File: src/logic/bp_config.svh
`ifndef BP_CONFIG_SVH
`define BP_CONFIG_SVH

// word address, the two low byte bits are not carried
`define BP_ADDR_WIDTH   30

// kind, btb and local history tables
`define BP_INDEX_WIDTH  6

`define BP_LH_WIDTH     4   // local history bits per entry
`define BP_GH_WIDTH     6   // global history length

`define BP_STACK_DEPTH  8

// first fetch address out of reset
`define BP_RESET_PC     30'h0700_0000

`endif

File: src/logic/bp_pkg.sv
`include "bp_config.svh"

package bp_pkg;

    // unconditional kinds keep bit 2 set
    typedef enum logic [2:0] {
        kind_none     = 3'd0,
        kind_direct   = 3'd1,   // conditional
        kind_ret      = 3'd4,
        kind_indirect = 3'd5,
        kind_call     = 3'd6,
        kind_jump     = 3'd7
    } branch_kind_e;

    typedef enum logic [1:0] {
        strong_nt,
        weak_nt,
        weak_t,
        strong_t
    } counter_e;

    typedef logic [`BP_ADDR_WIDTH-1:0]  addr_t;
    typedef logic [`BP_INDEX_WIDTH-1:0] index_t;

    // xor fold of the whole word address
    function automatic index_t pc_hash(input addr_t pc);
        index_t h;
        h = '0;
        for (int i = 0; i < `BP_ADDR_WIDTH; i += `BP_INDEX_WIDTH) begin
            h ^= index_t'(pc >> i);
        end
        return h;
    endfunction

    // history comes in zero extended, folded down to index width
    function automatic index_t history_hash(input index_t idx, input logic [31:0] hist);
        index_t h;
        h = idx;
        for (int i = 0; i < 32; i += `BP_INDEX_WIDTH) begin
            h ^= index_t'(hist >> i);
        end
        return h;
    endfunction

endpackage

File: src/logic/bp_update_if.sv
`timescale 1ns/1ps

// resolved branch from execute, one cycle per update
interface bp_update_if;
    logic                 valid;
    bp_pkg::addr_t        pc;
    bp_pkg::index_t       index;    // pc_hash(pc), computed once at the top
    bp_pkg::branch_kind_e kind;
    logic                 taken;
    bp_pkg::addr_t        target;
    bp_pkg::addr_t        ret_pc;   // return address of a call

    modport sender (
        output valid, pc, index, kind, taken, target, ret_pc
    );

    modport tables (
        input valid, pc, index, kind, taken, target, ret_pc
    );
endinterface

File: src/logic/global_history.sv
`timescale 1ns/1ps
`include "bp_config.svh"

module global_history (
    input  logic                    clk,
    input  logic                    rstn,
    bp_update_if.tables             upd,
    output logic [`BP_GH_WIDTH-1:0] history
);

    logic shift_en;

    // every resolved branch shifts, not only conditional ones
    assign shift_en = upd.valid && (upd.kind != bp_pkg::kind_none);

    always_ff @(posedge clk) begin
        if (!rstn) begin
            history <= '0;
        end else if (shift_en) begin
            history <= {history[`BP_GH_WIDTH-2:0], upd.taken}; // newest in bit 0
        end
    end

    assert property (@(posedge clk) disable iff (!rstn)
        !upd.valid |=> $stable(history));

endmodule

File: src/flat_wrapper.sv
// flat-port wrapper written by rule: the top's interface ports become plain ports
module global_history_flat 
  (clk, rstn, history, upd_valid, upd_pc, upd_index, upd_kind, upd_taken, upd_target, upd_ret_pc);
  bp_update_if upd_i ();
  input  logic clk;
  input  logic rstn;
  output logic [`BP_GH_WIDTH-1:0] history;
  input wire logic [$bits(upd_i.valid)-1:0] upd_valid;
  input wire logic [$bits(upd_i.pc)-1:0] upd_pc;
  input wire logic [$bits(upd_i.index)-1:0] upd_index;
  input wire logic [$bits(upd_i.kind)-1:0] upd_kind;
  input wire logic [$bits(upd_i.taken)-1:0] upd_taken;
  input wire logic [$bits(upd_i.target)-1:0] upd_target;
  input wire logic [$bits(upd_i.ret_pc)-1:0] upd_ret_pc;
  assign upd_i.valid = upd_valid;
  assign upd_i.pc = upd_pc;
  assign upd_i.index = upd_index;
  assign upd_i.kind = upd_kind;
  assign upd_i.taken = upd_taken;
  assign upd_i.target = upd_target;
  assign upd_i.ret_pc = upd_ret_pc;
  global_history u_core (.clk(clk), .rstn(rstn), .upd(upd_i), .history(history));
endmodule
File: config.mk
export PLATFORM = sky130hd
export DESIGN_NAME = global_history_flat
export DESIGN_NICKNAME = d
export VERILOG_FILES = /design/src/logic/bp_pkg.sv /design/src/logic/bp_update_if.sv /design/src/logic/global_history.sv /design/src/flat_wrapper.sv
export VERILOG_INCLUDE_DIRS = /design/src /design/src/logic
export SDC_FILE = /design/constraint.sdc
export NUM_CORES = 1
export LEC_CHECK = 0
export BUFFER_PORTS_ARGS = -buffer_cell sky130_fd_sc_hd__buf_2
export CORE_MARGIN = 5
export CORE_UTILIZATION = 14
export CTS_BUF_LIST = sky130_fd_sc_hd__clkbuf_8
export DETAILED_ROUTE_END_ITERATION = 8
export PLACE_DENSITY = 0.88
export SLEW_MARGIN = 20
export SYNTH_ARGS = -nofsm -noshare
export SYNTH_HDL_FRONTEND = slang
export SYNTH_SLANG_ARGS = --single-unit
export TNS_END_PERCENT = 10
File: constraint.sdc
create_clock -name clk -period 1.2 [get_ports clk]
set_input_delay 0 -clock clk [delete_from_list [all_inputs] [get_ports clk]]
set_output_delay 0 -clock clk [all_outputs]
set_load 0.01 [all_outputs]
Word-level counts from Yosys, hierarchy flattened
Index checks and enable logic that the tools add are counted.
- output and inout bits: 6
- bits in registers: 6
- reductions and logical operators: 2
- operators with widths (kind ; number):
    3-bit nonzero test ; 1
    1-bit logical AND ; 1

Depth between registers and ports, before layout
Gate-level depths: netlist (run 1).
- word-level depth: 2
- gate-level depth with buffers: 2
- mapped depth without buffers: 2

Least setup slack after synthesis (run 1)
Ideal clock, no wire load.
- path kind: input port to flip-flop
- start point: input port upd_kind[2]
- end point: register u_core.history[0]
- arrival: 597 ps
- library setup time: 72 ps
- setup slack: 531 ps
- buffers on the path: 0
- data required time: 1128 ps
- stages: 2
- cells stage by stage: o31ai_4 > mux2i_1
- longest elaborated chain between the ends: 2
- ends and longest elaborated chain (what ; RTL line ; RTL):
    start, declared ; flat_wrapper.sv:11 ; input wire logic [$bits(upd_i.kind)-1:0] upd_kind;
    3-bit nonzero test ; global_history.sv:14 ; assign shift_en = upd.valid && (upd.kind != bp_pkg::kind_none);
    1-bit logical AND ; global_history.sv:14 ;
    end signal, assigned ; global_history.sv:20 ; history <= {history[`BP_GH_WIDTH-2:0], upd.taken};
    end, declared ; global_history.sv:8 ; output logic [`BP_GH_WIDTH-1:0] history
No other way between the ends.
A chain may end at the register's enable or synchronous reset.

Final worst setup path (run 1)
- start point: register u_core.history[3]
- end point: output port history[3]
- RTL lines (what ; RTL line ; RTL):
    end, declared ; flat_wrapper.sv:7 ; output logic [`BP_GH_WIDTH-1:0] history;
No word-level cell between the ends.

==> results of run 1 <==
## worst reg2reg max path, delay by kind of cell, from the launching register on
| kind | cells | cell delay [ns] |
|---|---|---|
| DFF | 1 | 0.31 |
| muxes | 1 | 0.14 |
| and+or+nand+nor | 1 | 0.06 |
## through the flow
stage | instance area (µm²) | util (%) | instances
after floorplan | 228 | - | 20
after global placement | 308 | 20.2 | 48
after detailed placement | 308 | 20.2 | 48
after CTS | 349 | 22.9 | 51
after global routing | 349 | 22.9 | 51
final | 349 | 22.9 | 51
## cell type report
class | count | area (µm²)
sequential | 6 | 120
multi-input combinational | 14 | 108
fill | 177 | 1170
timing repair buffer | 12 | 60.1
clock buffer | 3 | 41.3
tap | 16 | 20.0
## power by group
part / total (mW) / internal, mW / switching [mW]
clock: 0.299 / 0.215 / 0.0841
combinational: 0.0404 / 0.0195 / 0.0210
sequential: 0.207 / 0.205 / 0.00162
total: 0.546 / 0.440 / 0.107
## cell families after synthesis
family | count (synthesis) | synth area share, %
compound gates | 1 | 9.34
simple gates | 7 | 11.5
mux | 6 | 26.4
flops | 6 | 52.7
## cell usage in the layout, fill, tap and decap left out
cell,synthesis,routed
mux2i_1,6,6
clkbuf_8,0,3
buf_2,0,12
o31ai_4,1,1
nand2_1,7,7
dfxtp_1,6,6
## worst paths after layout
| path | from | endpoint | cells past startpoint |
|---|---|---|---|
| hold / removal | upd_taken | u_core.history[0] | 3 |
| setup / recovery | u_core.history[3] | history[3] | 1 |
| setup reg to reg | u_core.history[1] | u_core.history[1] | 2 |
| hold reg to reg | u_core.history[5] | u_core.history[5] | 2 |
## layer usage
layer,global-route usage (%),routed length (µm),vias up
met3,6.51,85,4
met4,5.11,23,0
met1,5.17,244,78
li1,-,-,100
met5,0,0,-
met2,6.28,188,12
==> flow_summary.json, run 1 <==
{
  "antenna_found_initial": 0,
  "rsz0062_at_grt": "no",
  "cp_cell_sequence": "buf_2",
  "gr-total-overflow": 0,
  "cts-root-buf": "clkbuf_8",
  "finalMaxSlewViolations": 0,
  "largest_registers": "u_core.history x6",
  "peakVddDrop_v": 0.000727,
  "syn_area_um2": 228,
  "ys_seq_area_share_pct": 52.7,
  "netlist.area_leader.share_pct": 52.7,
  "syn_area_per_cell_um2": 11.4,
  "clock_latency_ns": 0.22,
  "path_class": "flop to output pin",
  "gp_congestion": 0.702,
  "ios": 109,
  "drt_iter0_markers": 0,
  "slew_headroom_pct": 70.2,
  "cp_data_required_time_ns": 1.20,
  "ctsHoldBuffers": 0,
  "grt_pass1_vias": 220,
  "tightestPinTransition_ns": 0.446,
  "largest_reg_flops": 6,
  "synth_edf_count": 0,
  "worstHoldPathType": "primary input to flop",
  "reg2reg_slack_ns": 0.61,
  "post_cts_buffers": 0,
  "n_antenna_cell": 0,
  "max-clock-path-buffers": 2,
  "skew_ns": 0.00109,
  "timing.final.ws_setup_ns": 0.527,
  "fmax_mhz": 1490,
  "ys_top_cells_by_area": "dfxtp_1 (53%), mux2i_1 (26%), nand2_1 (12%), o31ai_4 (9.3%)",
  "cp_num_buf_inv": 1,
  "cpPeakStageDelay_ns": 0.32,
  "p_leak_nw": 0.175,
  "io_buffers": 12,
  "grt_use_total_pct": 5.60,
  "wl_per_cell_um": 10.6,
  "num_vias": 194,
  "synth_most_common_cell": "nand2_1",
  "htree_levels": 1,
  "ctsResizeCount": 0,
  "start_util_pct": 14.9,
  "setup_viol_count_final": 0,
  "yosys.area.top_type": "dfxtp_1",
  "route.detailed.drc": 0,
  "die_w_um": 50.3,
  "arrival_ns": 0.67,
  "status": "finished, final reports clean",
  "grt_pass1_wl_um": 910,
  "syn_to_final_growth_pct": 53.3,
  "path_clk_slew_ns": 0.04,
  "numCtsBuffers": 3,
  "cp-end-kind": "output pin",
  "async_reset_ff_share_pct": 0,
  "tns_ns": 0,
  "hold_slack_ns": 0.0266,
  "ys_types": 4,
  "drt_first_pass_iters": 1,
  "die_area_mm2": 0.00253,
  "synth_commonest_cells": "nand2_1 (7), dfxtp_1 (6), mux2i_1 (6)",
  "critical_path.top_delay_family": "flip-flops",
  "powerDensity_mw_per_mm2": 1560,
  "top_register": "u_core.history",
  "ys.flop_type": "dfxtp_1",
  "worstPathMaxFanout": 2,
  "hold_viol_final": 0,
  "ant_nets": 0,
  "grt_max_degree": 8,
  "yosysWarningCount": 0,
  "clock_sinks": 6,
  "cts_tree": "built",
  "syn_inst": 20,
  "pre_cts_ws_ns": 0.307,
  "synth-seq-cells": 6,
  "dieHeight_um": 50.3,
  "routed_via_density": 3.80,
  "start_kind": "flop",
  "syn-num-nets": 123,
  "crit_slowest_cell": "dfxtp_1",
  "fin_crit_ns": 0.673,
  "rows": 14,
  "core-area_mm2": 0.00152,
  "max-cap-violations": 0,
  "wl_um": 541,
  "hpwlAfterDp_um": 435,
  "final_nets": 140,
  "drive_above_1_share_pct": 45.7,
  "total_power_uw": 546,
  "fin_crit_sh_pct": 56.1
}
Power figures use the tool's default switching activity.
==> run 2: changes to the inputs <==
Settings changed: CORE_UTILIZATION 14 to 13, PLACE_DENSITY 0.88 to 0.83.
Clock period 1.2 ns to 0.8 ns, I/O delays scaled along.
==> run 2 against run 1 <==
Core utilization down 0.98 points. Combinational power up 84%. Cell count up 3.9%. Largest power group unchanged. Critical path depth unchanged. Clock skew up 0.00098 ns. Worst setup slack worse by 0.40 ns. Power up 53%. Global-route usage down 0.28 points.
==> flow_summary.json, run 2 (synthesis results as in run 1) <==
{
  "status": "finished, final reports clean",
  "whs_endpoint": "u_core.history[0]",
  "die_area_mm2": 0.00269,
  "ant_nets": 0,
  "grt_use_total_pct": 5.32,
  "clock_power_share_pct": 54.1,
  "drt_iter0_markers": 6,
  "r2r-start": "u_core.history[4]",
  "place_inst": 50,
  "route.detailed.drc": 0,
  "arrival_ns": 0.68,
  "htree_levels": 1,
  "powerDensity_mw_per_mm2": 2260,
  "setup_viol_count_final": 0,
  "path_class": "flop to output pin",
  "grt_pass1_wl_um": 938,
  "slew_headroom_pct": 85.4,
  "max-cap-violations": 0,
  "multi_input_area_um2": 108,
  "gr-total-overflow": 0,
  "clock_latency_ns": 0.22,
  "peakVddDrop_v": 0.000692,
  "cp_data_required_time_ns": 0.80,
  "routed_via_density": 3.60,
  "cts-root-buf": "clkbuf_8",
  "cp_cell_sequence": "buf_2",
  "start_kind": "flop",
  "die_w_um": 51.9,
  "tightestPinTransition_ns": 0.220,
  "holdPathStages": 3,
  "critical_path.top_delay_family": "flip-flops",
  "timing.final.ws_setup_ns": 0.123,
  "largest_reg_flops": 6,
  "cp-end-kind": "output pin",
  "fill_cells": 189,
  "layout_common_cells": "buf_2 (12), nand2_1 (7), mux2i_1 (6), dfxtp_1 (6), clkbuf_8 (3)",
  "antenna_found_initial": 0,
  "total_power_uw": 837,
  "fmax_mhz": 1480,
  "path_clk_slew_ns": 0.04,
  "grt_pass1_vias": 228,
  "numCtsBuffers": 3,
  "ctsResizeCount": 0,
  "cts_tree": "built",
  "syn_to_final_growth_pct": 62.6,
  "cp_num_buf_inv": 1,
  "ff_latch_area_um2": 120,
  "core-area_mm2": 0.00169,
  "wl_um": 546,
  "hp-start": "upd_taken",
  "pre_cts_ws_ns": -0.0108,
  "post_cts_buffers": 0,
  "hpwlAfterDp_um": 454,
  "finalMaxSlewViolations": 0,
  "top_register": "u_core.history",
  "ios": 109,
  "final_cell_count_no_fill": 53,
  "dpl_cell_area_um2": 329,
  "drt_first_pass_iters": 4,
  "start_util_pct": 13.5,
  "largest_registers": "u_core.history x6",
  "final_nets": 141,
  "rows": 15,
  "rsz0062_at_grt": "no",
  "gp_congestion": 0.675,
  "hold_slack_ns": 0.0223,
  "switchingPower_uw": 166,
  "power_frac_seq_pct": 37.0,
  "n_antenna_cell": 0,
  "fin_crit_sh_pct": 84.6,
  "max-clock-path-buffers": 2,
  "r2r_end": "u_core.history[4]",
  "reg2reg_depth": 2,
  "dieHeight_um": 51.9,
  "clock_sinks": 6,
  "cpPeakStageDelay_ns": 0.32,
  "fin_crit_ns": 0.677,
  "grt_max_degree": 8,
  "num_vias": 191,
  "drive_above_1_share_pct": 47.2,
  "io_buffers": 12,
  "reg2reg_slack_ns": 0.22,
  "power_frac_comb_pct": 8.9,
  "worstPathMaxFanout": 2,
  "finalInstanceArea_um2": 370,
  "ctsHoldBuffers": 0,
  "internal-power_uw": 671,
  "skew_ns": 0.00207,
  "wl_per_cell_um": 10.3,
  "p_leak_nw": 0.184,
  "crit_slowest_cell": "dfxtp_1",
  "p_sw_share_pct": 19.8,
  "final_common_cell": "buf_2",
  "hold_viol_final": 0,
  "worstHoldPathType": "primary input to flop"
}
==> run 2: cell count changes in the layout (fill, tap and decap cells not counted), sizes merged <==
cell / change
buf: +1
==> run 2: cell type report <==
cell class              count  share of cell area (%)
well taps                  17                    5.74
multi-input cells          14                    29.1
repair buffers             13                    21.6
flip-flops and latches      6                    32.4
clock buffers               3                    11.1
==> run 2: power by group through the flow <==
| stage | registers (mW) | clock network (mW) | logic (mW) |
|---|---|---|---|
| after floorplan | 0.318 | 0 | 0.0248 |
| after global placement | 0.314 | 0 | 0.0743 |
| after detailed placement | 0.314 | 0 | 0.0754 |
| after CTS | 0.310 | 0.472 | 0.0756 |
| after global routing | 0.310 | 0.497 | 0.0802 |
| final | 0.310 | 0.453 | 0.0743 |
==> run 2: worst max-delay path by stage <==
stage / start / endpoint / slack, ns / cells after the start
finish: u_core.history[4] / history[4] / 0.12 / 1
global route: u_core.history[3] / history[3] / 0.08 / 1
CTS: u_core.history[5] / history[5] / 0.11 / 1
detailed placement: upd_kind[2] / u_core.history[2] / -0.01 / 4
global placement: upd_kind[2] / u_core.history[1] / 0.02 / 4
floorplan: upd_kind[2] / u_core.history[0] / 0.13 / 2
==> run 2: per-layer routing <==
metal | vias up | track usage, % | share of wire [%]
li1 | 100 | - | -
met1 | 83 | 5.22 | 45
met2 | 8 | 7.53 | 45
met3 | 0 | 3.15 | 9.9
met4 | 0 | 5.24 | 0
met5 | - | 0 | 0
==> run 2: through the flow <==
step / TNS [ns] / util (%)
2_1_floorplan: 0 / -
3_3_place_gp: 0 / 19.5
3_5_place_dp: -0.0108 / 19.5
4_1_cts: 0 / 21.9
5_1_grt: 0 / 21.9
6_report: 0 / 21.9
==> run 3: changes to the inputs <==
Settings changed: ABC_AREA set to 1, CORE_UTILIZATION 13 to 17, PLACE_DENSITY 0.83 to 0.85.
==> run 3 against run 2 <==
Area after synthesis increased by 36%. Count of clock-buffer cells in the layout unchanged. Cell count increased by 49%. Critical endpoint is now history[1]. Largest power group unchanged.
==> flow_summary.json, run 3 <==
{
  "fin_crit_sh_pct": 88.4,
  "cpPeakStageDelay_ns": 0.34,
  "fill_cells": 208,
  "yosysWarningCount": 0,
  "cts-root-buf": "clkbuf_8",
  "tightestPinTransition_ns": 0.246,
  "async_reset_ff_share_pct": 0,
  "n_antenna_cell": 0,
  "finalMaxSlewViolations": 0,
  "syn_area_um2": 309,
  "ctsHoldBuffers": 0,
  "ys.flop_type": "dfxtp_1",
  "max-cap-violations": 0,
  "drive_above_1_share_pct": 38.9,
  "final_nets": 159,
  "reg2reg_depth": 4,
  "synth_commonest_cells": "inv_1 (7), a21oi_1 (6), dfxtp_1 (6), nand2_1 (6), nor2_1 (6)",
  "total_power_uw": 918,
  "num_vias": 278,
  "htree_levels": 1,
  "hold_viol_final": 0,
  "gp_congestion": 0.683,
  "wl_um": 655,
  "start_util_pct": 17.9,
  "status": "finished, final reports clean",
  "ys_seq_area_share_pct": 38.9,
  "clock_latency_ns": 0.22,
  "fmax_mhz": 1410,
  "routed_via_density": 3.52,
  "cp_data_required_time_ns": 0.80,
  "die_w_um": 52.6,
  "place_inst": 76,
  "crit_slowest_cell": "dfxtp_1",
  "antenna_found_initial": 0,
  "drt_first_pass_iters": 2,
  "grt_use_total_pct": 5.86,
  "max-clock-path-buffers": 2,
  "syn_area_per_cell_um2": 7.54,
  "fin_util_pct": 24.1,
  "cp-end-kind": "output pin",
  "yosys.area.top_type": "dfxtp_1",
  "cp_num_buf_inv": 1,
  "syn_to_final_growth_pct": 34.8,
  "worstPathMaxFanout": 3,
  "rsz0062_at_grt": "no",
  "ant_nets": 0,
  "arrival_ns": 0.71,
  "ys_types": 11,
  "path_clk_slew_ns": 0.03,
  "post_cts_buffers": 0,
  "tns_ns": 0,
  "grt_pass1_vias": 260,
  "cp_cell_sequence": "buf_2",
  "core-area_mm2": 0.00173,
  "ios": 109,
  "skew_ns": 0.00114,
  "io_buffers": 12,
  "final_cell_count_no_fill": 79,
  "ys_top_cells_by_area": "dfxtp_1 (39%), nand3_2 (13%), a21oi_1 (9.7%), inv_1 (8.5%), nand2_1 (7.3%)",
  "numCtsBuffers": 3,
  "largest_reg_flops": 6,
  "setup_viol_count_final": 0,
  "final_common_cell": "buf_2",
  "synth-seq-cells": 6,
  "top_register": "u_core.history",
  "powerDensity_mw_per_mm2": 2200,
  "synth_most_common_cell": "inv_1",
  "ff_latch_area_um2": 120,
  "ctsResizeCount": 0,
  "fin_crit_ns": 0.708,
  "drt_iter0_markers": 6,
  "synth_edf_count": 0,
  "grt_max_degree": 13,
  "syn_inst": 41,
  "p_leak_nw": 0.213,
  "dieHeight_um": 52.6,
  "multi_input_area_um2": 138,
  "rows": 15,
  "netlist.area_leader.share_pct": 38.9,
  "start_kind": "flop",
  "crit_cells": 1,
  "path_class": "flop to output pin",
  "wl_per_cell_um": 8.29,
  "route.detailed.drc": 0,
  "layout_common_cells": "buf_2 (12), inv_1 (7)",
  "clock_sinks": 6,
  "slew_headroom_pct": 83.5,
  "worstHoldPathType": "primary input to flop",
  "die_area_mm2": 0.00277,
  "gr-total-overflow": 0,
  "peakVddDrop_v": 0.000777,
  "syn-num-nets": 144,
  "largest_registers": "u_core.history x6",
  "holdPathStages": 3,
  "grt_pass1_wl_mm": 1.05,
  "hpwlAfterDp_um": 520,
  "cts_tree": "built",
  "critical_path.top_delay_family": "flip-flops"
}
## run 3: cell types whose count changed after synthesis, sizes merged
cell | previous run | this run
inv | 0 | 7
nor2 | 0 | 7
a21oi | 0 | 6
mux2i | 6 | 0
nand3 | 0 | 6
buf | 0 | 1
clkbuf | 0 | 1
o31ai | 1 | 0
## run 3: path summary, 6_finish.rpt
kind / endpoint / startpoint / slack (ns)
setup / recovery: history[1] / u_core.history[1] / 0.09
hold / removal: u_core.history[2] / rstn / 0.06
setup reg to reg: u_core.history[5] / u_core.history[4] / 0.15
hold reg to reg: u_core.history[5] / u_core.history[5] / 0.50
## run 3: cell families after synthesis
group	count (synthesis)	synth area share, %
buffers and inverters	9	16.6
AND/OR/NAND/NOR	20	34.8
AO/OA/AOI/OAI	6	9.72
flip-flops	6	38.9
## run 3: cell type report
cell class	instances	share of cell area, %
Multi-Input combinational cell	26	33.0
Sequential cell	6	28.8
Timing Repair Buffer	12	14.4
Clock buffer	3	9.91
Tap cell	25	7.51
Inverter	7	6.31
## run 3: metrics by stage
step	setup WS, ns	area (µm²)	hold WS, ns
after CTS	0.0765	417	0.0503
after global placement	0.0976	375	0.278
after global routing	0.0476	417	0.0552
after detailed placement	0.0768	375	0.287
after floorplan	0.146	309	0.121
final	0.0924	417	0.0560
## run 3: per-layer routing
metal / track usage [%] / part of all wire [%]
met1: 5.22 / 42
met2: 8.26 / 49
met3: 3.13 / 5.2
met4: 7.66 / 3.2
met5: 0 / 0
## run 3: where the power goes
part	switching, mW	internal, mW
Combinational	0.0734	0.0573
Clock	0.127	0.323
Sequential	0.0137	0.324
Total	0.214	0.704
