### src/logic/bp_config.svh
`ifndef BP_CONFIG_SVH
`define BP_CONFIG_SVH

// word address, the two low byte bits are not carried
`define BP_ADDR_WIDTH   30

// kind, btb and local history tables
`define BP_INDEX_WIDTH  6

`define BP_LH_WIDTH     4   // local history bits per entry
`define BP_GH_WIDTH     6   // global history length

`define BP_STACK_DEPTH  8

// first fetch address out of reset
`define BP_RESET_PC     30'h0700_0000

`endif

### src/logic/bp_pkg.sv
`include "bp_config.svh"

package bp_pkg;

    // unconditional kinds keep bit 2 set
    typedef enum logic [2:0] {
        kind_none     = 3'd0,
        kind_direct   = 3'd1,   // conditional
        kind_ret      = 3'd4,
        kind_indirect = 3'd5,
        kind_call     = 3'd6,
        kind_jump     = 3'd7
    } branch_kind_e;

    typedef enum logic [1:0] {
        strong_nt,
        weak_nt,
        weak_t,
        strong_t
    } counter_e;

    typedef logic [`BP_ADDR_WIDTH-1:0]  addr_t;
    typedef logic [`BP_INDEX_WIDTH-1:0] index_t;

    // xor fold of the whole word address
    function automatic index_t pc_hash(input addr_t pc);
        index_t h;
        h = '0;
        for (int i = 0; i < `BP_ADDR_WIDTH; i += `BP_INDEX_WIDTH) begin
            h ^= index_t'(pc >> i);
        end
        return h;
    endfunction

    // history comes in zero extended, folded down to index width
    function automatic index_t history_hash(input index_t idx, input logic [31:0] hist);
        index_t h;
        h = idx;
        for (int i = 0; i < 32; i += `BP_INDEX_WIDTH) begin
            h ^= index_t'(hist >> i);
        end
        return h;
    endfunction

endpackage

### src/logic/bp_update_if.sv
`timescale 1ns/1ps

// resolved branch from execute, one cycle per update
interface bp_update_if;
    logic                 valid;
    bp_pkg::addr_t        pc;
    bp_pkg::index_t       index;    // pc_hash(pc), computed once at the top
    bp_pkg::branch_kind_e kind;
    logic                 taken;
    bp_pkg::addr_t        target;
    bp_pkg::addr_t        ret_pc;   // return address of a call

    modport sender (
        output valid, pc, index, kind, taken, target, ret_pc
    );

    modport tables (
        input valid, pc, index, kind, taken, target, ret_pc
    );
endinterface

### src/logic/target_predictor.sv
`timescale 1ns/1ps
`include "bp_config.svh"

module target_predictor (
    input  logic                 clk,
    input  logic                 rstn,
    input  logic                 stall,
    input  bp_pkg::index_t       read_index,
    input  bp_pkg::addr_t        pc_reg,
    input  bp_pkg::branch_kind_e kind_pdc,
    input  logic                 taken_pdc,
    bp_update_if.tables          upd,
    output bp_pkg::addr_t        npc_pdc
);

    localparam int TABLE_SIZE = 1 << `BP_INDEX_WIDTH;
    localparam int PTR_W      = $clog2(`BP_STACK_DEPTH);

    logic          btb_valid [TABLE_SIZE];
    bp_pkg::addr_t btb_tag [TABLE_SIZE];     // full pc, no aliasing
    bp_pkg::addr_t btb_target [TABLE_SIZE];

    bp_pkg::addr_t   stack [`BP_STACK_DEPTH];
    logic [PTR_W:0]  sp;                     // entry count, 0 is empty
    logic [PTR_W-1:0] top_ptr;

    logic          btb_wr;
    logic          push;
    logic          pop;

    logic          btb_valid_q;
    bp_pkg::addr_t btb_tag_q;
    bp_pkg::addr_t btb_target_q;
    logic          ras_valid_q;
    bp_pkg::addr_t ras_top_q;
    logic          btb_hit;

    assign btb_wr  = upd.valid && upd.taken && (upd.kind != bp_pkg::kind_ret)
                     && (upd.kind != bp_pkg::kind_none);
    assign push    = upd.valid && (upd.kind == bp_pkg::kind_call);
    assign pop     = upd.valid && (upd.kind == bp_pkg::kind_ret);
    assign top_ptr = PTR_W'(sp - 1'b1);

    always_ff @(posedge clk) begin
        if (!rstn) begin
            for (int i = 0; i < TABLE_SIZE; i++) begin
                btb_valid[i] <= 1'b0;
            end
            btb_valid_q <= 1'b0;
            ras_valid_q <= 1'b0;
        end else begin
            if (btb_wr) begin
                btb_valid[upd.index] <= 1'b1;
            end
            if (!stall) begin
                btb_valid_q <= btb_valid[read_index];
                ras_valid_q <= (sp != '0);
            end
        end
    end

    always_ff @(posedge clk) begin
        if (btb_wr) begin
            btb_tag[upd.index]    <= upd.pc;
            btb_target[upd.index] <= upd.target;
        end
        if (push && sp != `BP_STACK_DEPTH) begin
            stack[sp[PTR_W-1:0]] <= upd.ret_pc;
        end
        if (!stall) begin
            btb_tag_q    <= btb_tag[read_index];
            btb_target_q <= btb_target[read_index];
            ras_top_q    <= stack[top_ptr];
        end
    end

    // stack moves only at execute, never speculatively
    always_ff @(posedge clk) begin
        if (!rstn) begin
            sp <= '0;
        end else if (push && sp != `BP_STACK_DEPTH) begin
            sp <= sp + 1'b1;
        end else if (pop && sp != '0) begin
            sp <= sp - 1'b1;
        end
    end

    assign btb_hit = btb_valid_q && (btb_tag_q == pc_reg);

    always_comb begin
        npc_pdc = pc_reg + 1'b1;   // fall through
        if (kind_pdc == bp_pkg::kind_ret) begin
            if (ras_valid_q) begin
                npc_pdc = ras_top_q;
            end
        end else if (taken_pdc && btb_hit) begin
            npc_pdc = btb_target_q;
        end
    end

    assert property (@(posedge clk) disable iff (!rstn) pop |-> sp != '0);
    assert property (@(posedge clk) disable iff (!rstn) push |-> sp != `BP_STACK_DEPTH);

endmodule

### src/flat_wrapper.sv
// flat-port wrapper written by rule: the top's interface ports become plain ports
module target_predictor_flat 
  (clk, rstn, stall, read_index, pc_reg, kind_pdc, taken_pdc, npc_pdc, upd_valid, upd_pc, upd_index, upd_kind, upd_taken, upd_target, upd_ret_pc);
  bp_update_if upd_i ();
  input  logic clk;
  input  logic rstn;
  input  logic stall;
  input  bp_pkg::index_t read_index;
  input  bp_pkg::addr_t pc_reg;
  input  bp_pkg::branch_kind_e kind_pdc;
  input  logic taken_pdc;
  output bp_pkg::addr_t npc_pdc;
  input wire logic [$bits(upd_i.valid)-1:0] upd_valid;
  input wire logic [$bits(upd_i.pc)-1:0] upd_pc;
  input wire logic [$bits(upd_i.index)-1:0] upd_index;
  input wire logic [$bits(upd_i.kind)-1:0] upd_kind;
  input wire logic [$bits(upd_i.taken)-1:0] upd_taken;
  input wire logic [$bits(upd_i.target)-1:0] upd_target;
  input wire logic [$bits(upd_i.ret_pc)-1:0] upd_ret_pc;
  assign upd_i.valid = upd_valid;
  assign upd_i.pc = upd_pc;
  assign upd_i.index = upd_index;
  assign upd_i.kind = upd_kind;
  assign upd_i.taken = upd_taken;
  assign upd_i.target = upd_target;
  assign upd_i.ret_pc = upd_ret_pc;
  target_predictor u_core (.clk(clk), .rstn(rstn), .stall(stall), .read_index(read_index), .pc_reg(pc_reg), .kind_pdc(kind_pdc), .taken_pdc(taken_pdc), .upd(upd_i), .npc_pdc(npc_pdc));
endmodule
### config.mk
export PLATFORM = sky130hd
export DESIGN_NAME = target_predictor_flat
export DESIGN_NICKNAME = d
export VERILOG_FILES = /design/src/logic/bp_pkg.sv /design/src/logic/bp_update_if.sv /design/src/logic/target_predictor.sv /design/src/flat_wrapper.sv
export VERILOG_INCLUDE_DIRS = /design/src /design/src/logic
export SDC_FILE = /design/constraint.sdc
export NUM_CORES = 2
export LEC_CHECK = 0
export ABC_CLOCK_PERIOD_IN_PS = 9800
export BUFFER_PORTS_ARGS = -buffer_cell sky130_fd_sc_hd__buf_4
export CELL_PAD_IN_SITES_DETAIL_PLACEMENT = 1
export CELL_PAD_IN_SITES_GLOBAL_PLACEMENT = 1
export CORE_MARGIN = 2
export CORE_UTILIZATION = 57
export CTS_CLUSTER_SIZE = 28
export DETAILED_ROUTE_END_ITERATION = 7
export GPL_TIMING_DRIVEN = 0
export PLACE_DENSITY_LB_ADDON = 0.1
export SYNTH_ARGS = -nofsm -noshare
export SYNTH_HDL_FRONTEND = slang
export SYNTH_MEMORY_MAX_BITS = 65536
export SYNTH_SLANG_ARGS = --single-unit
### constraint.sdc
create_clock -name clk -period 9.8 [get_ports clk]
set_input_delay 0.49 -clock clk [delete_from_list [all_inputs] [get_ports clk]]
set_output_delay 0.49 -clock clk [all_outputs]
set_load 0.005 [all_outputs]
Word level (Yosys, flattened, before mapping)
Memories as Yosys holds them, arrays and structs flattened. A register that Yosys moved wholly into a read port is not among the register bits.
Cells that the tools add are included.
{"block": "word_totals", "ff_bits": 5, "ramBits": 4144, "in_bits": 144, "out_inout_bits": 30, "wordCells": 48, "n_memories": 4}
{"memory": "u_core.btb_tag", "depth": 64, "width": 30, "rd": 1, "rd_ports_with_merged_regs": 1, "wr": 1, "line_no": "target_predictor.sv:20", "text": "bp_pkg::addr_t btb_tag [TABLE_SIZE];"}
{"memory": "u_core.btb_target", "depth": 64, "width": 30, "rd": 1, "rd_ports_with_merged_regs": 1, "wr": 1, "line_no": "target_predictor.sv:21", "text": "bp_pkg::addr_t btb_target [TABLE_SIZE];"}
{"memory": "u_core.stack", "depth": 8, "width": 30, "rd": 1, "rd_ports_with_merged_regs": 1, "wr": 1, "line_no": "target_predictor.sv:23", "text": "bp_pkg::addr_t stack [`BP_STACK_DEPTH];"}
{"memory": "u_core.btb_valid", "depth": 64, "width": 1, "rd": 1, "rd_ports_with_merged_regs": 1, "wr": 64, "line_no": "target_predictor.sv:19", "text": "logic btb_valid [TABLE_SIZE];"}
{"block": "op_classes", "add_sub_neg": 3, "eq_ne": 6, "mux": 15, "reduce_logical": 18}
{"cell": "two-way mux 30 bit", "count": 3}
{"cell": "adder 30 x 1 -> 30 bit, second input constant", "count": 1}
{"cell": "equality test 30 bit", "count": 1}
{"cell": "equality test 3 bit, second input constant", "count": 3}
{"cell": "logical AND 1 bit", "count": 9}
{"cell": "two-way mux 1 bit", "count": 9}
{"cell": "two-way mux 4 bit", "count": 2}
{"cell": "two-way mux 6 bit", "count": 1}
{"cell": "logical NOT 1 bit", "count": 5}
{"cell": "adder 4 x 1 -> 4 bit, second input constant", "count": 1}
{"cell": "!= test 4 bit, second input constant", "count": 1}
{"cell": "nonzero test 4 bit", "count": 1}
{"cell": "subtractor 4 x 1 -> 4 bit, second input constant", "count": 1}
{"cell": "!= test 3 bit, second input constant", "count": 1}
{"cell": "nonzero test 3 bit", "count": 1}
{"cell": "nonzero test 2 bit", "count": 1}
{"cell": "OR reduction 1 bit", "count": 1}

Logic depth before layout (Yosys ltp)
{"block": "logic_depth", "depth_word": 8, "mapped_depth": 10}

Least setup slack after synthesis
Ideal clock, no wire load.
{"block": "synth_path", "path_type": "input port to flip-flop", "startpoint": "input port upd_kind[0]", "endpoint": "memory u_core.btb_tag[56][0] (netlist name) (enable)", "setup_time_ns": 0.632, "t_arrival_ns": 6.997, "required_ns": 9.168, "slack_ns": 2.172, "stages": 4, "path_buffers": 1, "cell_sequence": "o211a_1 > clkbuf_1 > nand4_1 > nor4_1"}
{"block": "synth_via", "elab_chain_cells": 5, "word_cells_on_any_way": 6, "classes_between": "eq/ne (1); mux (2); reduce/logical (3)"}
{"element": "from (decl)", "line_no": "flat_wrapper.sv:16", "text": "input wire logic [$bits(upd_i.kind)-1:0] upd_kind;"}
{"element": "!= test 3 bit", "line_no": "target_predictor.sv:38", "text": "assign btb_wr = upd.valid && upd.taken && (upd.kind != bp_pkg::kind_ret)"}
{"element": "logical AND 1 bit", "line_no": "target_predictor.sv:38"}
{"element": "logical AND 1 bit (*)", "line_no": "target_predictor.sv:39", "text": "&& (upd.kind != bp_pkg::kind_none);"}
{"element": "two-way mux 1 bit (*)", "line_no": "target_predictor.sv:63", "text": "if (btb_wr) begin"}
{"element": "two-way mux 1 bit (implied by the code) (*)", "line_no": "target_predictor.sv:64", "text": "btb_tag[upd.index] <= upd.pc;"}
{"element": "to (decl)", "line_no": "target_predictor.sv:20"}
Mark *: on every way between the ends. The rest lies on a longest branch, timed or not.

Worst setup path in the final report
{"block": "layout_path", "startpoint": "register u_core.btb_tag_q[26] (read register of u_core.btb_tag)", "endpoint": "output port npc_pdc[10]"}
{"block": "layout_via", "elab_chain_cells": 5}
{"element": "from (decl)", "line_no": "target_predictor.sv:32", "text": "bp_pkg::addr_t btb_tag_q;"}
{"element": "equality test 30 bit", "line_no": "target_predictor.sv:88", "text": "assign btb_hit = btb_valid_q && (btb_tag_q == pc_reg);"}
{"element": "logical AND 1 bit", "line_no": "target_predictor.sv:88"}
{"element": "logical AND 1 bit", "line_no": "target_predictor.sv:96", "text": "end else if (taken_pdc && btb_hit) begin"}
{"element": "two-way mux 30 bit", "line_no": "target_predictor.sv:96"}
{"element": "two-way mux 30 bit", "line_no": "target_predictor.sv:92", "text": "if (kind_pdc == bp_pkg::kind_ret) begin"}
{"element": "to (decl)", "line_no": "flat_wrapper.sv:12", "text": "output bp_pkg::addr_t npc_pdc;"}
Every way passes these cells.

==> flow_metrics.py <==
metrics = {
    "outcome": {
        "run_status": "finished, violations left",
        "failing_checks": "capacitance limit, slew limit",
    },
    "timing": {
        "setup_viol_count_final": 0,
        "fin_setup_tns_ns": 0,
        "finalCritPeriodShare_pct": 46.75,
        "final_period_minus_worst_setup_slack_ns": 4.582,
        "fin_skew_ns": 0.05395,
        "slew_viol_final": 22,
        "rsz_0062_raised_after_global_routing": "false",
        "hold_fails_final_rpt": 0,
        "worstMarginPinSlew_ns": 1.562,
        "fin_ws_ns": 5.218,
        "relSlewSlack_pct": -4.150,
        "highest_attainable_clock_frequency_mhz": 218.3,
    },
    "placement": {
        "place_inst": 10774,
        "globalplace.congestion": 0.8595,
        "placement.setup.worst_slack_ns": 4.597,
        "hpwlAfterDp_um": 329300,
        "place_area_mm2": 0.1730,
        "placement.io_buffers": 160,
    },
    "power_and_ir_drop": {
        "vdd.ir_drop.worst_mv": 0.1631,
        "power.leakage_nw": 58.59,
        "seqPwrFrac_pct": 52.0,
        "combPwrFrac_pct": 5.7,
        "powerDensity_mw_per_mm2": 206.6,
        "netSwitchingPower_mw": 8.483,
        "power_mw": 38.71,
        "power.share.clock_pct": 42.3,
        "p_int_mw": 30.23,
        "power_switching_share_pct": 21.91,
    },
    "yosys": {
        "synth_flop_cell": "sky130_fd_sc_hd__edfxtp_1",
        "synth_top_cell_by_area": "sky130_fd_sc_hd__edfxtp_1",
        "synth.area.top_cells": "sky130_fd_sc_hd__edfxtp_1 (77%), sky130_fd_sc_hd__mux4_2 (18%), sky130_fd_sc_hd__dfxtp_1 (0.87%), sky130_fd_sc_hd__a22oi_1 (0.46%), sky130_fd_sc_hd__clkbuf_1 (0.41%)",
        "synth.yosys.seq_area_share_pct": 78.17,
        "synth_cell_type_count": 48,
        "synth_cells": 6635,
        "synthesis.area_per_instance_um2": 24.41,
        "synth_edf_count": 4170,
        "yosys_warnings": 0,
        "mappedNetlistArea_mm2": 0.1620,
        "area_share_of_the_largest_cell_type_after_synthesis_pct": 77.31,
        "ys_async_sr_fraction_pct": 0,
        "mappedNetlistNets": 6782,
        "synth_seq_cells": 4240,
    },
    "clock_network": {
        "cts.repair_timing.setup_buffer_count": 0,
        "clkSinkCount": 4240,
        "clock-root-buffer": "sky130_fd_sc_hd__clkbuf_16",
        "cts_tree": "yes",
        "post_cts_resized": 0,
        "clkLatencyLatePin_ns": 0.99,
        "htree_levels": 5,
        "cts_inserted_buffers": 422,
        "max-clock-path-buffers": 4,
        "clock_pin_slew_worst_setup_and_hold_paths_ns": 0.06,
    },
    "route": {
        "drt_iter0_drc": 12130,
        "post_detailed_route_count_of_antenna_violating_nets": 0,
        "via_per_inst": 7.044,
        "drtPass1Iterations": 6,
        "drcViolationCount": 0,
        "totalWireLength_um": 497300,
        "vias": 81864,
        "wl_per_cell_um": 42.79,
    },
    "critical_path": {
        "end_kind": "output pin",
        "cp_common_cell": "sky130_fd_sc_hd__buf_2",
        "reg2regPathDepth": 11,
        "critical_path_peak_fanout": 10,
        "crit_chain": "xor2_1 > nor4_1 > nand4_1 > or2_2 > buf_2 > buf_2 > mux2i_1 > o21ai_0 > buf_4",
        "r2r_start": "u_core.sp[0]$_SDFFE_PN0P_",
        "cp_data_required_time_ns": 9.31,
        "regToRegEndpoint": "u_core.stack[2][11]$_DFFE_PP_",
        "max_stage_delay_cell_worst_path": "sky130_fd_sc_hd__edfxtp_1",
        "cp.arrival_ns": 4.09,
        "worst_path_class_setup": "register to output pin",
        "start_kind": "register",
        "ff2ff_setup_slack_ns": 5.75,
        "cp_slowest_stage_delay_ns": 0.58,
    },
    "die": {
        "ios": 174,
        "fp-row-count": 195,
        "chipHeight_um": 537.1,
        "die_area_mm2": 0.2884,
        "core-area_mm2": 0.2825,
        "chipWidth_um": 537.1,
        "initial_core_util_pct": 57.33,
    },
    "cells_and_area": {
        "post_route_cells_drive_above_1_share_pct": 32.60,
        "stdcell_area_mm2": 0.1873,
        "seq_area_mm2": 0.1266,
        "multi_input_comb_area_mm2": 0.03406,
        "fillCellCount": 21497,
        "fin_cells": 11622,
        "area_growth_pct": 15.67,
        "design.final.nets": 7642,
    },
    "grt": {
        "vias_in_the_first_global_route": 83859,
        "antenna_found_initial": 37,
        "grt_first_pass_wirelength_um": 685600,
        "gr-usage-all-layers_pct": 34.92,
        "maximum_number_of_pins_on_one_net_before_global_route_repair": 65,
        "overflow": 0,
    },
    "min_path": {
        "hold_path.class": "input port to register",
        "hold_path_startpoint": "upd_pc[27]",
        "min_path_cells": 1,
        "timing.hold.worst_endpoint": "u_core.btb_tag[32][27]$_DFFE_PP_",
    },
    "flow_run": {
        "max_cap_violations": 2,
    },
}
worst max path at each step:
stage | slack [ns] | start | depth (start not counted) | end
finish | 5.22 | u_core.btb_tag_q[26]$_DFFE_PN_ | 9 | npc_pdc[10]
global route | 5.06 | u_core.btb_tag_q[26]$_DFFE_PN_ | 9 | npc_pdc[9]
CTS | 5.31 | u_core.btb_tag_q[26]$_DFFE_PN_ | 9 | npc_pdc[10]
detailed placement | 4.60 | read_index[3] | 7 | u_core.btb_target_q[2]$_DFFE_PN_
global placement | -9.35 | upd_kind[1] | 5 | u_core.btb_target[56][6]$_DFFE_PP_
floorplan | 2.17 | upd_kind[0] | 4 | u_core.btb_tag[56][0]$_DFFE_PP_
cell usage after synthesis (23+ instances only):
cell type / count
sky130_fd_sc_hd__mux4_2: 1262
sky130_fd_sc_hd__edfxtp_1: 4170
sky130_fd_sc_hd__nor2_1: 101
sky130_fd_sc_hd__buf_6: 34
sky130_fd_sc_hd__mux2i_1: 51
sky130_fd_sc_hd__o21a_1: 64
sky130_fd_sc_hd__buf_2: 104
sky130_fd_sc_hd__a22oi_1: 100
sky130_fd_sc_hd__xor2_1: 44
sky130_fd_sc_hd__a211oi_1: 23
sky130_fd_sc_hd__mux2_2: 35
sky130_fd_sc_hd__nand2_1: 76
sky130_fd_sc_hd__nor2b_1: 25
sky130_fd_sc_hd__o21ai_0: 34
sky130_fd_sc_hd__a21oi_1: 23
sky130_fd_sc_hd__buf_1: 28
sky130_fd_sc_hd__dfxtp_1: 70
sky130_fd_sc_hd__clkbuf_1: 178
cells by family after synthesis:
family                   share of synthesized area (%)
buffers and inverters                            1.121
AO/OA/AOI/OAI                                    1.238
multiplexers                                     18.11
XOR/XNOR                                        0.3298
AND/OR/NAND/NOR                                  1.008
flip-flops                                       78.17
adder cells (fa/ha/maj)                        0.02318
cells in the final DEF, fill, tap and decap left out, types with 23 or more instances in the layout:
master,synthesis,layout
sky130_fd_sc_hd__a211oi_1,23,23
sky130_fd_sc_hd__a21oi_1,23,23
sky130_fd_sc_hd__a22oi_1,100,100
sky130_fd_sc_hd__buf_1,28,25
sky130_fd_sc_hd__buf_12,0,180
sky130_fd_sc_hd__buf_16,0,23
sky130_fd_sc_hd__buf_2,104,107
sky130_fd_sc_hd__buf_4,15,194
sky130_fd_sc_hd__buf_6,34,46
sky130_fd_sc_hd__bufinv_16,0,47
sky130_fd_sc_hd__clkbuf_1,178,241
sky130_fd_sc_hd__clkbuf_16,0,433
sky130_fd_sc_hd__clkinv_1,0,90
sky130_fd_sc_hd__clkinv_2,0,86
sky130_fd_sc_hd__dfxtp_1,70,70
sky130_fd_sc_hd__diode_2,0,24
sky130_fd_sc_hd__dlygate4sd3_1,0,40
sky130_fd_sc_hd__edfxtp_1,4170,4170
sky130_fd_sc_hd__mux2_2,35,35
sky130_fd_sc_hd__mux2i_1,51,51
sky130_fd_sc_hd__mux4_2,1262,1262
sky130_fd_sc_hd__nand2_1,76,76
sky130_fd_sc_hd__nor2_1,101,36
sky130_fd_sc_hd__nor2_4,0,65
sky130_fd_sc_hd__nor2b_1,25,24
sky130_fd_sc_hd__o21a_1,64,64
sky130_fd_sc_hd__o21ai_0,34,34
sky130_fd_sc_hd__xor2_1,44,44
critical path: cells and delay by family, from the launching register on:
family / cells / cell delay (ns)
buffers and inverters: 3 / 0.70
DFF: 1 / 0.58
AOI/OAI and AO/OA: 1 / 0.50
xor gates and xnor gates: 1 / 0.22
muxes: 1 / 0.16
and+or+nand+nor: 3 / 0.95
power by group through the flow:
stage          Sequential [mW]  Combinational (mW)  Clock (mW)
4_1_cts                   20.1                2.17        16.5
3_5_place_dp              20.5                2.14           0
5_1_grt                   20.1                2.27        17.1
2_1_floorplan             20.5                1.13           0
3_3_place_gp              20.5                2.04           0
6_report                  20.1                2.19        16.4
metrics by stage:
stage | hold slack [ns] | util (%)
global placement | 0.4411 | 59.41
finish | 0.03503 | 66.31
detailed placement | 0.4502 | 61.22
CTS | 0.001251 | 66.29
floorplan | 0.4352 | -
global route | 0.05133 | 66.29
area by class of cell:
| cell class | count | area share (%) |
|---|---|---|
| clock buffer | 512 | 5.947 |
| multi-input combinational | 2029 | 18.18 |
| timing repair buffer | 436 | 3.280 |
| sequential | 4240 | 67.59 |
| antenna | 24 | 0.03206 |
| buffer | 359 | 0.9671 |
| clock inverter | 272 | 1.489 |
| inverter | 7 | 0.01536 |
| tap | 3743 | 2.500 |
flip-flops by register name (all words and copies together), names as in the netlist:
name	flops
u_core.btb_tag	1920
u_core.btb_target	1920
u_core.stack	240
u_core.btb_valid	64
u_core.btb_tag_q	30
u_core.btb_target_q	30
u_core.ras_top_q	30
u_core.sp	4
u_core.btb_valid_q	1
u_core.ras_valid_q	1
routing by layer:
layer | share of wire (%) | GRT usage [%] | up-vias | routed length [um]
met4 | 4.5 | 14.33 | 28 | 22170
met5 | 0.039 | 0 | - | 195
met2 | 49 | 55.74 | 5825 | 241900
li1 | - | - | 30553 | -
met3 | 11 | 7.982 | 960 | 54520
met1 | 36 | 47.28 | 44498 | 178600
timing repair:
item,4_1_cts,5_1_grt
hold buffers,40,0
endpoints found under the setup margin,0,0
hold endpoints to repair,338,0
Power figures use the tool's default switching activity.
